<file path="config.mk">
export PLATFORM = sky130hd
export DESIGN_NAME = obj_top
export DESIGN_NICKNAME = d
export VERILOG_FILES = /design/src/common/vid_pkg.sv /design/src/common/obj_pkg.sv /design/src/design/obj_ram.sv /design/src/obj_table/obj_table_apb.sv /design/src/obj_scan/obj_scan.sv /design/src/obj_linebuf/obj_linebuf.sv /design/src/obj_draw/obj_draw.sv /design/src/design/obj_top.sv
export SDC_FILE = /design/constraint.sdc
export NUM_CORES = 2
export LEC_CHECK = 0
export BUFFER_PORTS_ARGS = -buffer_cell sky130_fd_sc_hd__buf_2
export CORE_MARGIN = 1
export CORE_UTILIZATION = 43
export DETAILED_ROUTE_END_ITERATION = 16
export SETUP_SLACK_MARGIN = 0.05
export SYNTH_ARGS = -nofsm -noshare
export SYNTH_HDL_FRONTEND = slang
export SYNTH_SLANG_ARGS = --single-unit
</file>
<file path="constraint.sdc">
create_clock -name clk -period 6.4 [get_ports clk]
set_input_delay 1.28 -clock clk [delete_from_list [all_inputs] [get_ports clk]]
set_output_delay 1.28 -clock clk [all_outputs]
set_load 0.01 [all_outputs]
</file>
<file path="src/common/vid_pkg.sv">
// video timing side of the sprite path
// raster position from the board timing chain and the per-pixel
// sprite output handed on to colour mixing
package vid_pkg;

    // 8-pixel columns across a 256-pixel line, blanking included
    localparam int COLUMNS = 32;

    // raster position, one step per pixel clock enable
    typedef struct packed {
        logic [7:0] h;          // 0..255, wraps once per line
        logic [7:0] v;          // steps when h wraps
        logic       line_start; // high while h is 0
    } raster_t;

    // sprite pixel towards the mixer
    typedef struct packed {
        logic        valid;    // object pixel present
        logic [2:0]  pal;      // object palette
        logic [13:0] rom_addr; // bank, id, row, column
        logic        bank_hi;  // spare, kept at 0
    } obj_pix_t;

endpackage

</file>
<file path="src/common/obj_pkg.sv">
// object side definitions
// attribute table word, line buffer slot, APB bundles and
// the register map of the CPU port
package obj_pkg;

    // table entry, low 29 bits of an APB data word
    typedef struct packed {
        logic       bank;  // bit 28, pattern bank
        logic       vflip; // bit 27
        logic [2:0] pal;   // bits 26:24
        logic       hflip; // bit 23
        logic [6:0] id;    // bits 22:16, pattern number
        logic [7:0] y;     // bits 15:8, top line
        logic [7:0] x;     // bits 7:0, only x[7:3] counts
    } obj_attr_t;

    // one column slot of the line buffer
    typedef struct packed {
        logic       valid;
        logic       bank;
        logic [6:0] id;
        logic [2:0] pal;
        logic       hflip;
        logic [2:0] row;   // vflip already applied
    } line_entry_t;

    typedef struct packed {
        logic        psel;
        logic        penable;
        logic        pwrite;
        logic [9:0]  paddr;
        logic [31:0] pwdata;
    } apb_req_t;

    typedef struct packed {
        logic [31:0] prdata;
        logic        pready;
        logic        pslverr;
    } apb_rsp_t;

    localparam logic [7:0] CTRL_INDEX = 8'd127; // word index of control reg, bit 0 obj_en
    localparam int         OBJ_ROWS   = 8;      // object height in lines

endpackage

</file>
<file path="src/design/obj_ram.sv">
// simple dual-port synchronous RAM
// one write port, one read port with a registered output
// word type chosen by the instance, shared by the attribute
// table and the two line buffer banks
`timescale 1ns/100ps

module obj_ram #(
    parameter int  DEPTH     = 32,
    parameter type payload_t = logic [7:0],
    localparam int AW        = (DEPTH > 1) ? $clog2(DEPTH) : 1
) (
    input  logic          clk,
    input  logic          we,
    input  logic [AW-1:0] waddr,
    input  logic [AW-1:0] raddr,
    input  payload_t      wdata,
    output payload_t      rdata
);

    payload_t mem [DEPTH];

    always_ff @(posedge clk) begin
        if (we) begin
            mem[waddr] <= wdata;
        end
        rdata <= mem[raddr]; // old word on a same-address write
    end

    // callers must keep their address maps inside the array
    a_waddr_range: assert property (@(posedge clk) we |-> waddr < DEPTH)
        else $error("obj_ram: write address %0d beyond depth %0d", waddr, DEPTH);

    a_raddr_range: assert property (@(posedge clk) raddr < DEPTH)
        else $error("obj_ram: read address %0d beyond depth %0d", raddr, DEPTH);

endmodule

</file>
<file path="src/obj_table/obj_table_apb.sv">
// object attribute table with its APB slave
// CPU writes attribute words and the control register, the
// scan stage reads the table through the second RAM port
// zero wait states, response registered in the setup phase
`timescale 1ns/100ps

module obj_table_apb #(
    parameter int OBJ_COUNT = 32
) (
    input  logic               clk,
    input  logic               reset,
    input  obj_pkg::apb_req_t  apb_req,
    output obj_pkg::apb_rsp_t  apb_rsp,
    input  logic [6:0]         scan_addr,
    output obj_pkg::obj_attr_t scan_attr,
    output logic               obj_en
);
    import obj_pkg::*;

    localparam int AW = (OBJ_COUNT > 1) ? $clog2(OBJ_COUNT) : 1;

    logic [7:0]  widx;      // word index
    logic        setup;     // first cycle of a transfer
    logic        access;    // second cycle, completes with pready
    logic        hit_tbl;
    logic        hit_ctrl;
    logic        err;
    logic        tbl_we;
    logic [31:0] prdata_q;
    logic        pslverr_q;
    obj_attr_t   wr_attr;

    if (OBJ_COUNT < 1 || OBJ_COUNT > 127) begin : g_count_check
        $error("obj_table_apb: OBJ_COUNT %0d outside 1..127", OBJ_COUNT);
    end

    assign widx     = apb_req.paddr[9:2];
    assign setup    = apb_req.psel & ~apb_req.penable;
    assign access   = apb_req.psel & apb_req.penable;
    assign hit_tbl  = widx < OBJ_COUNT;
    assign hit_ctrl = widx == CTRL_INDEX;
    // table is write only, ctrl is read/write, rest is a hole
    assign err      = ~(hit_ctrl | (apb_req.pwrite & hit_tbl));
    assign tbl_we   = access & apb_req.pwrite & hit_tbl;
    assign wr_attr  = apb_req.pwdata[28:0];

    always_ff @(posedge clk) begin
        if (reset) begin
            obj_en    <= 1'b0;
            pslverr_q <= 1'b0;
        end else begin
            if (setup) begin
                pslverr_q <= err;  // ready for the access phase
            end else if (access) begin
                pslverr_q <= 1'b0;
            end
            if (access && apb_req.pwrite && hit_ctrl) begin
                obj_en <= apb_req.pwdata[0];
            end
        end
    end

    // read data, only the control register reads back
    always_ff @(posedge clk) begin
        if (setup) begin
            prdata_q <= (!apb_req.pwrite && hit_ctrl) ? {31'd0, obj_en} : 32'd0;
        end
    end

    assign apb_rsp = '{prdata: prdata_q, pready: 1'b1, pslverr: pslverr_q};

    obj_ram #(
        .DEPTH     (OBJ_COUNT),
        .payload_t (obj_attr_t)
    ) u_table (
        .clk   (clk),
        .we    (tbl_we),
        .waddr (widx[AW-1:0]),
        .raddr (scan_addr[AW-1:0]), // scan holds it below OBJ_COUNT
        .wdata (wr_attr),
        .rdata (scan_attr)
    );

    // registered response needs a setup cycle before every access
    a_apb_setup: assert property (@(posedge clk) disable iff (reset)
        $rose(apb_req.penable) |-> apb_req.psel && $past(apb_req.psel))
        else $error("obj_table_apb: penable without a setup phase");

endmodule

</file>
<file path="src/obj_scan/obj_scan.sv">
// per-line object scan
// walks the attribute table two pixels per object, tests each
// object against the next line and emits line buffer writes
// with the vflip-corrected row
`timescale 1ns/100ps

module obj_scan #(
    parameter int OBJ_COUNT = 32
) (
    input  logic                 clk,
    input  logic                 reset,
    input  logic                 pxl_cen,
    input  vid_pkg::raster_t     raster,
    input  logic                 obj_en,
    output logic [6:0]           scan_addr,
    input  obj_pkg::obj_attr_t   scan_attr,
    output logic                 wr_en,
    output logic [4:0]           wr_col,
    output obj_pkg::line_entry_t wr_entry
);
    import obj_pkg::*;

    logic       line_en;   // obj_en as it stood at line start
    logic [6:0] idx;       // object under scan
    logic       in_range;
    logic [7:0] next_v;
    logic [7:0] dy;        // line offset inside the object
    logic [8:0] zone_chk;
    logic       in_zone;

    // the whole table must fit inside one line
    if (2 * OBJ_COUNT > 256) begin : g_count_check
        $error("obj_scan: %0d objects do not fit in a line", OBJ_COUNT);
    end

    assign idx       = raster.h[7:1];           // even h reads, odd h tests
    assign in_range  = idx < OBJ_COUNT;
    assign scan_addr = in_range ? idx : 7'd0;   // park on entry 0 afterwards

    always_ff @(posedge clk) begin
        if (reset) begin
            line_en <= 1'b0;
        end else if (pxl_cen && raster.line_start) begin
            line_en <= obj_en;
        end
    end

    // in-zone test, n - y below the object height
    assign next_v   = raster.v + 8'd1;
    assign dy       = next_v - scan_attr.y;     // mod 256
    assign zone_chk = {1'b0, dy} - 9'(OBJ_ROWS);
    assign in_zone  = zone_chk[8];              // borrow out means inside

    assign wr_en  = pxl_cen & raster.h[0] & in_range & line_en & in_zone;
    assign wr_col = scan_attr.x[7:3];           // x[2:0] ignored

    always_comb begin
        wr_entry       = '0;
        wr_entry.valid = 1'b1;
        wr_entry.bank  = scan_attr.bank;
        wr_entry.id    = scan_attr.id;
        wr_entry.pal   = scan_attr.pal;
        wr_entry.hflip = scan_attr.hflip;
        wr_entry.row   = dy[2:0] ^ {3{scan_attr.vflip}}; // upside down
    end

endmodule

</file>
<file path="src/obj_linebuf/obj_linebuf.sv">
// ping-pong object line buffer
// scan fills the bank of the next line while the bank of the
// current line is read column by column and cleared behind
// the read, so it starts empty when its turn to fill comes
// valid is held off until both banks have been swept
`timescale 1ns/100ps

module obj_linebuf (
    input  logic                 clk,
    input  logic                 reset,
    input  logic                 pxl_cen,
    input  vid_pkg::raster_t     raster,
    input  logic                 wr_en,
    input  logic [4:0]           wr_col,
    input  obj_pkg::line_entry_t wr_entry,
    output obj_pkg::line_entry_t rd_entry
);
    import obj_pkg::*;
    import vid_pkg::*;

    logic        disp_bank;  // bank shown this line
    logic        scan_bank;  // bank being filled for line v + 1
    logic [4:0]  rd_col;
    logic        clr_we;
    logic        clr_bank;   // bank and column of the last read
    logic [4:0]  clr_col;
    logic [1:0]  warm;       // line starts seen since reset
    line_entry_t bank_q [2];
    line_entry_t raw;

    assign disp_bank = raster.v[0];
    assign scan_bank = ~raster.v[0];  // n = v + 1
    assign rd_col    = raster.h[7:3];
    assign clr_we    = pxl_cen && raster.h[2:0] == 3'd1; // entry leaves, slot emptied

    // remember what was addressed, the clear follows one enable later
    always_ff @(posedge clk) begin
        if (pxl_cen && raster.h[2:0] == 3'd0) begin
            clr_bank <= disp_bank;
            clr_col  <= rd_col;
        end
    end

    for (genvar b = 0; b < 2; b++) begin : g_bank
        logic        is_clr;
        logic        we;
        logic [4:0]  waddr;
        line_entry_t wdata;

        assign is_clr = clr_we && clr_bank == 1'(b);
        assign we     = is_clr || (wr_en && scan_bank == 1'(b));
        assign waddr  = is_clr ? clr_col : wr_col;
        assign wdata  = is_clr ? line_entry_t'('0) : wr_entry;

        obj_ram #(
            .DEPTH     (COLUMNS),
            .payload_t (line_entry_t)
        ) u_bank (
            .clk   (clk),
            .we    (we),
            .waddr (waddr),
            .raddr (rd_col),   // both banks read, one is picked
            .wdata (wdata),
            .rdata (bank_q[b])
        );
    end

    // reset line plus two full lines before both banks are clean
    always_ff @(posedge clk) begin
        if (reset) begin
            warm <= 2'd0;
        end else if (pxl_cen && raster.line_start && warm != 2'd3) begin
            warm <= warm + 2'd1;
        end
    end

    assign raw      = bank_q[disp_bank];
    assign rd_entry = (raw.valid && warm == 2'd3) ? raw : line_entry_t'('0);

    // clear lags the read by one enable, must still miss the scan bank
    a_bank_split: assert property (@(posedge clk) disable iff (reset)
        clr_we && wr_en |-> clr_bank != scan_bank)
        else $error("obj_linebuf: scan write and clear hit bank %0d", clr_bank);

endmodule

</file>
<file path="src/obj_draw/obj_draw.sv">
// object column drawer
// takes one line buffer entry per 8-pixel column and spreads
// it over the next column slot as pattern ROM addresses,
// with hflip reversing the pixel order
`timescale 1ns/100ps

module obj_draw (
    input  logic                 clk,
    input  logic                 reset,
    input  logic                 pxl_cen,
    input  vid_pkg::raster_t     raster,
    input  obj_pkg::line_entry_t rd_entry,
    output vid_pkg::obj_pix_t    pix
);
    import obj_pkg::*;

    line_entry_t next_q;  // caught from the line buffer
    line_entry_t cur_q;   // column being drawn
    logic [2:0]  cnt;     // pixel inside the column
    logic [2:0]  col;     // pattern column after hflip

    always_ff @(posedge clk) begin
        if (reset) begin
            next_q <= '0;
            cur_q  <= '0;
            cnt    <= 3'd0;
        end else if (pxl_cen) begin
            if (raster.h[2:0] == 3'd1) begin
                next_q <= rd_entry;
            end
            if (raster.h[2:0] == 3'd7) begin
                cur_q <= next_q;  // drawn during the following 8 pixels
                cnt   <= 3'd0;    // realign with h[2:0]
            end else begin
                cnt <= cnt + 3'd1;
            end
        end
    end

    assign col = cnt ^ {3{cur_q.hflip}};

    always_comb begin
        pix = '0;
        if (cur_q.valid) begin
            pix.valid    = 1'b1;
            pix.pal      = cur_q.pal;
            pix.rom_addr = {cur_q.bank, cur_q.id, cur_q.row, col};
        end
    end

endmodule

</file>
<file path="src/design/obj_top.sv">
// sprite path top level
// APB attribute table, per-line scan, ping-pong line buffer and
// column drawer in a pipeline, output 8 pixel enables behind
// the raster
`timescale 1ns/100ps

module obj_top #(
    parameter int OBJ_COUNT = 32
) (
    input  logic              clk,
    input  logic              reset,
    input  logic              pxl_cen,
    input  vid_pkg::raster_t  raster,
    input  obj_pkg::apb_req_t apb_req,
    output obj_pkg::apb_rsp_t apb_rsp,
    output vid_pkg::obj_pix_t pix
);
    import obj_pkg::*;

    logic        [6:0] scan_addr;
    obj_attr_t         scan_attr;
    logic              obj_en;
    logic              wr_en;
    logic        [4:0] wr_col;
    line_entry_t       wr_entry;
    line_entry_t       rd_entry;

    obj_table_apb #(.OBJ_COUNT(OBJ_COUNT)) u_table (
        .clk       (clk),
        .reset     (reset),
        .apb_req   (apb_req),
        .apb_rsp   (apb_rsp),
        .scan_addr (scan_addr),
        .scan_attr (scan_attr),
        .obj_en    (obj_en)
    );

    obj_scan #(.OBJ_COUNT(OBJ_COUNT)) u_scan (
        .clk       (clk),
        .reset     (reset),
        .pxl_cen   (pxl_cen),
        .raster    (raster),
        .obj_en    (obj_en),
        .scan_addr (scan_addr),
        .scan_attr (scan_attr),
        .wr_en     (wr_en),
        .wr_col    (wr_col),
        .wr_entry  (wr_entry)
    );

    obj_linebuf u_linebuf (
        .clk      (clk),
        .reset    (reset),
        .pxl_cen  (pxl_cen),
        .raster   (raster),
        .wr_en    (wr_en),
        .wr_col   (wr_col),
        .wr_entry (wr_entry),
        .rd_entry (rd_entry)
    );

    obj_draw u_draw (
        .clk      (clk),
        .reset    (reset),
        .pxl_cen  (pxl_cen),
        .raster   (raster),
        .rd_entry (rd_entry),
        .pix      (pix)
    );

endmodule

</file>
==> flow_metrics.py <==
metrics = {
    "grt": {
        "grt_max_degree": 125,
        "grt_pass1_vias": 37400,
        "grt_pass1_wl_microns": 264000,
        "antenna_found_initial": 10,
        "grt_usage_pct": 20.2,
        "grt_remaining_overflow": 0,
    },
    "clocking": {
        "cts_setup_buffers": 0,
        "cts_sinks": 1961,
        "ctsHoldBuffers": 0,
        "cts_tree": "built",
        "cts_made_buffers": 192,
        "path_clk_slew_ps": 60,
        "cts_max_level": 4,
        "clk_root_buffer_cell": "clkbuf_16",
        "cts_resized": 0,
        "clockBufferDepth": 3,
        "clk-insertion-delay-late_ps": 820,
    },
    "logic_synthesis": {
        "seq_area_frac_synth_pct": 76.1,
        "synth_flop_cell": "edfxtp_1",
        "synthTopCellsByCount": "edfxtp_1 (1863), mux4_2 (397), clkbuf_1 (153), nand2_1 (150), nor2_1 (150)",
        "syn_area_sq_mm": 0.0761,
        "synth_edf_count": 1863,
        "avgSynthCellArea_sq_um": 19.7,
        "synth_top_area_share_pct": 73.5,
        "synth-seq-cells": 1961,
        "ys_async_sr_fraction_pct": 0,
        "yosys.area.top_type": "edfxtp_1",
        "synthCells": 3870,
        "synthTopCellsByArea": "edfxtp_1 (74%), mux4_2 (12%), dfxtp_1 (2.6%)",
        "synth_warnings": 0,
        "synth_cell_type_count": 61,
        "yosysMostFrequentCell": "edfxtp_1",
    },
    "timing": {
        "fin_setup_tns_ps": 0,
        "relSlewSlack_pct": 6.90,
        "skew_ps": 25.6,
        "hold_violations": 0,
        "period_share_pct": 74.8,
        "fmax_ghz": 0.209,
        "holdWs_ps": 443,
        "setup_violations": 0,
        "rsz0062_at_grt": "false",
        "max_slew.worst_pin.slew_ps": 1400,
        "fin_crit_ps": 4790,
        "finalMaxSlewViolations": 0,
    },
    "setup_path": {
        "crit_family": "simple AND/OR/NAND/NOR gates",
        "cpPeakStageDelay_ps": 710,
        "worst-setup-path-type": "input port to flip-flop",
        "start_kind": "input port",
        "path_max_fanout": 9,
        "cp.depth": 13,
        "path_cells": "buf_2, inv_1, ha_1, inv_1, ha_1, fa_1, a211oi_2, o21a_1, nor3_1, nor4_4, a41oi_4, nor2_2, buf_4",
        "cp.required_ps": 6920,
        "arrival_ps": 5310,
        "end_kind": "flip-flop",
        "r2r_cells": 11,
        "path_buf_inv": 4,
        "worst_path_max_delay_cell": "nor4_4",
    },
    "floorplan": {
        "rows": 154,
        "start_util_pct": 43.3,
        "dieArea_sq_mm": 0.179,
        "die_x_microns": 423,
        "io_pins": 118,
        "core-area_sq_mm": 0.176,
        "die_y_microns": 423,
    },
    "place": {
        "dp_hpwl_microns": 108000,
        "io_buffers": 77,
        "gp_congestion": 0.794,
        "dp_cells": 6225,
        "place_area_sq_mm": 0.0801,
    },
    "outcome": {
        "status": "finished clean",
    },
    "worst_hold_path": {
        "whs_path_depth": 2,
        "hp-class": "flip-flop to flip-flop",
    },
    "layout": {
        "fill_cells": 14300,
        "drive_above_1_share_pct": 25.4,
        "synthToLayoutAreaGrowth_pct": 13.1,
        "finalNetCount": 4160,
        "finalNonFillerCells": 6573,
        "fin_area_sq_mm": 0.0861,
    },
    "pwr": {
        "powerDensity_mw_per_mm2": 313,
        "vdd_drop_max_mv": 0.286,
        "p_leak_nw": 27.5,
    },
    "route": {
        "routedWlPerCell_microns": 27.5,
        "vias": 37500,
        "totalWireLength_microns": 181000,
        "first_iter_violations": 3834,
        "drc": 0,
        "antenna_left": 0,
        "viasPerCell": 5.70,
        "drt_first_pass_iters": 7,
    },
    "job": {
        "maxCapViolCount": 0,
    },
}
-- layout by cell type, fill, tap and decap left out, types with 27 or more instances in the layout --
| cell type | count |
|---|---|
| conb_1 | 33 |
| buf_4 | 169 |
| buf_2 | 71 |
| a31oi_1 | 27 |
| nor2_1 | 46 |
| edfxtp_1 | 1863 |
| mux2_2 | 50 |
| mux2i_1 | 110 |
| nor2_2 | 102 |
| inv_1 | 65 |
| nand2_1 | 148 |
| mux4_2 | 397 |
| clkbuf_1 | 60 |
| o211ai_1 | 101 |
| clkbuf_16 | 194 |
| dfxtp_1 | 98 |
| and2_1 | 45 |
| nor2b_1 | 29 |
| a22oi_1 | 39 |
| a21oi_1 | 126 |
| o22ai_1 | 75 |
| clkinv_1 | 37 |
| a211oi_1 | 27 |
-- flip-flops by register name, summed over array words and instances, names as in the netlist, 2 cells and up --
name,count
u_linebuf.g_bank.u_bank.mem,1024
u_table.u_table.mem,832
u_linebuf.g_bank.u_bank.rdata,32
u_table.u_table.rdata,26
u_draw.cur_q,16
u_draw.next_q,16
u_linebuf.clr_col,5
u_draw.cnt,3
u_linebuf.warm,2
-- cell type report --
class	count	area (sq um)	share of cell area, %
repair buffers	252	1840	2.14
diodes	3	7.51	0.00872
flip-flops and latches	1961	57900	67.3
multi-input cells	1607	17200	19.9
well taps	2340	2930	3.40
inverters	65	244	0.283
clock buffers	258	5130	5.97
clock inverters	87	851	0.989
-- cell families after synthesis --
family / Yosys count / synth area share [%]
flip-flops: 1961 / 76.1
multiplexers: 557 / 13.9
AO/OA/AOI/OAI: 501 / 4.56
AND/OR/NAND/NOR: 486 / 3.06
buffers and inverters: 333 / 1.89
adder cells (fa/ha/maj): 16 / 0.273
XOR/XNOR: 14 / 0.161
other: 2 / 0.00987
-- routing by layer --
layer,part of all wire (%),GRT usage [%]
met5,0.011,0
met4,2.1,5.02
met3,6.3,3.26
met2,48,32.2
met1,43,29.1
-- power breakdown --
part / internal (mW) / total, mW / switching, mW
Sequential: 14.3 / 14.4 / 0.0476
Clock: 6.18 / 10.9 / 4.71
Combinational: 0.503 / 1.63 / 1.12
Total: 21.0 / 26.9 / 5.88
-- through the flow --
step | power (mW) | worst slack [ps] | utilization, %
floorplan | 15.6 | 1380 | -
global placement | 16.3 | 736 | 45.5
detailed placement | 16.3 | 716 | 45.5
CTS | 27.1 | 1590 | 48.9
global route | 27.7 | 1510 | 48.9
finish | 26.9 | 1610 | 48.9
-- worst paths after layout --
check | from | endpoint | slack, ps
max | raster[2] | u_linebuf.g_bank[0].u_bank.mem[7][10] | 1610
min | u_draw.next_q[0] | u_draw.cur_q[0] | 440
max reg2reg | u_table.u_table.rdata[9] | u_linebuf.g_bank[0].u_bank.mem[7][10] | 1970
min reg2reg | u_draw.next_q[0] | u_draw.cur_q[0] | 440
-- worst register-to-register path, cell delays in order (launching register included) --
cell and delay, ps:
dfxtp_1 350, ha_1 290, inv_1 40, ha_1 310
fa_1 520, a211oi_2 250, o21a_1 190, nor3_1 80
nor4_4 710, a41oi_4 550, nor2_2 590, buf_4 270
(Power assumes the default switching activity.)
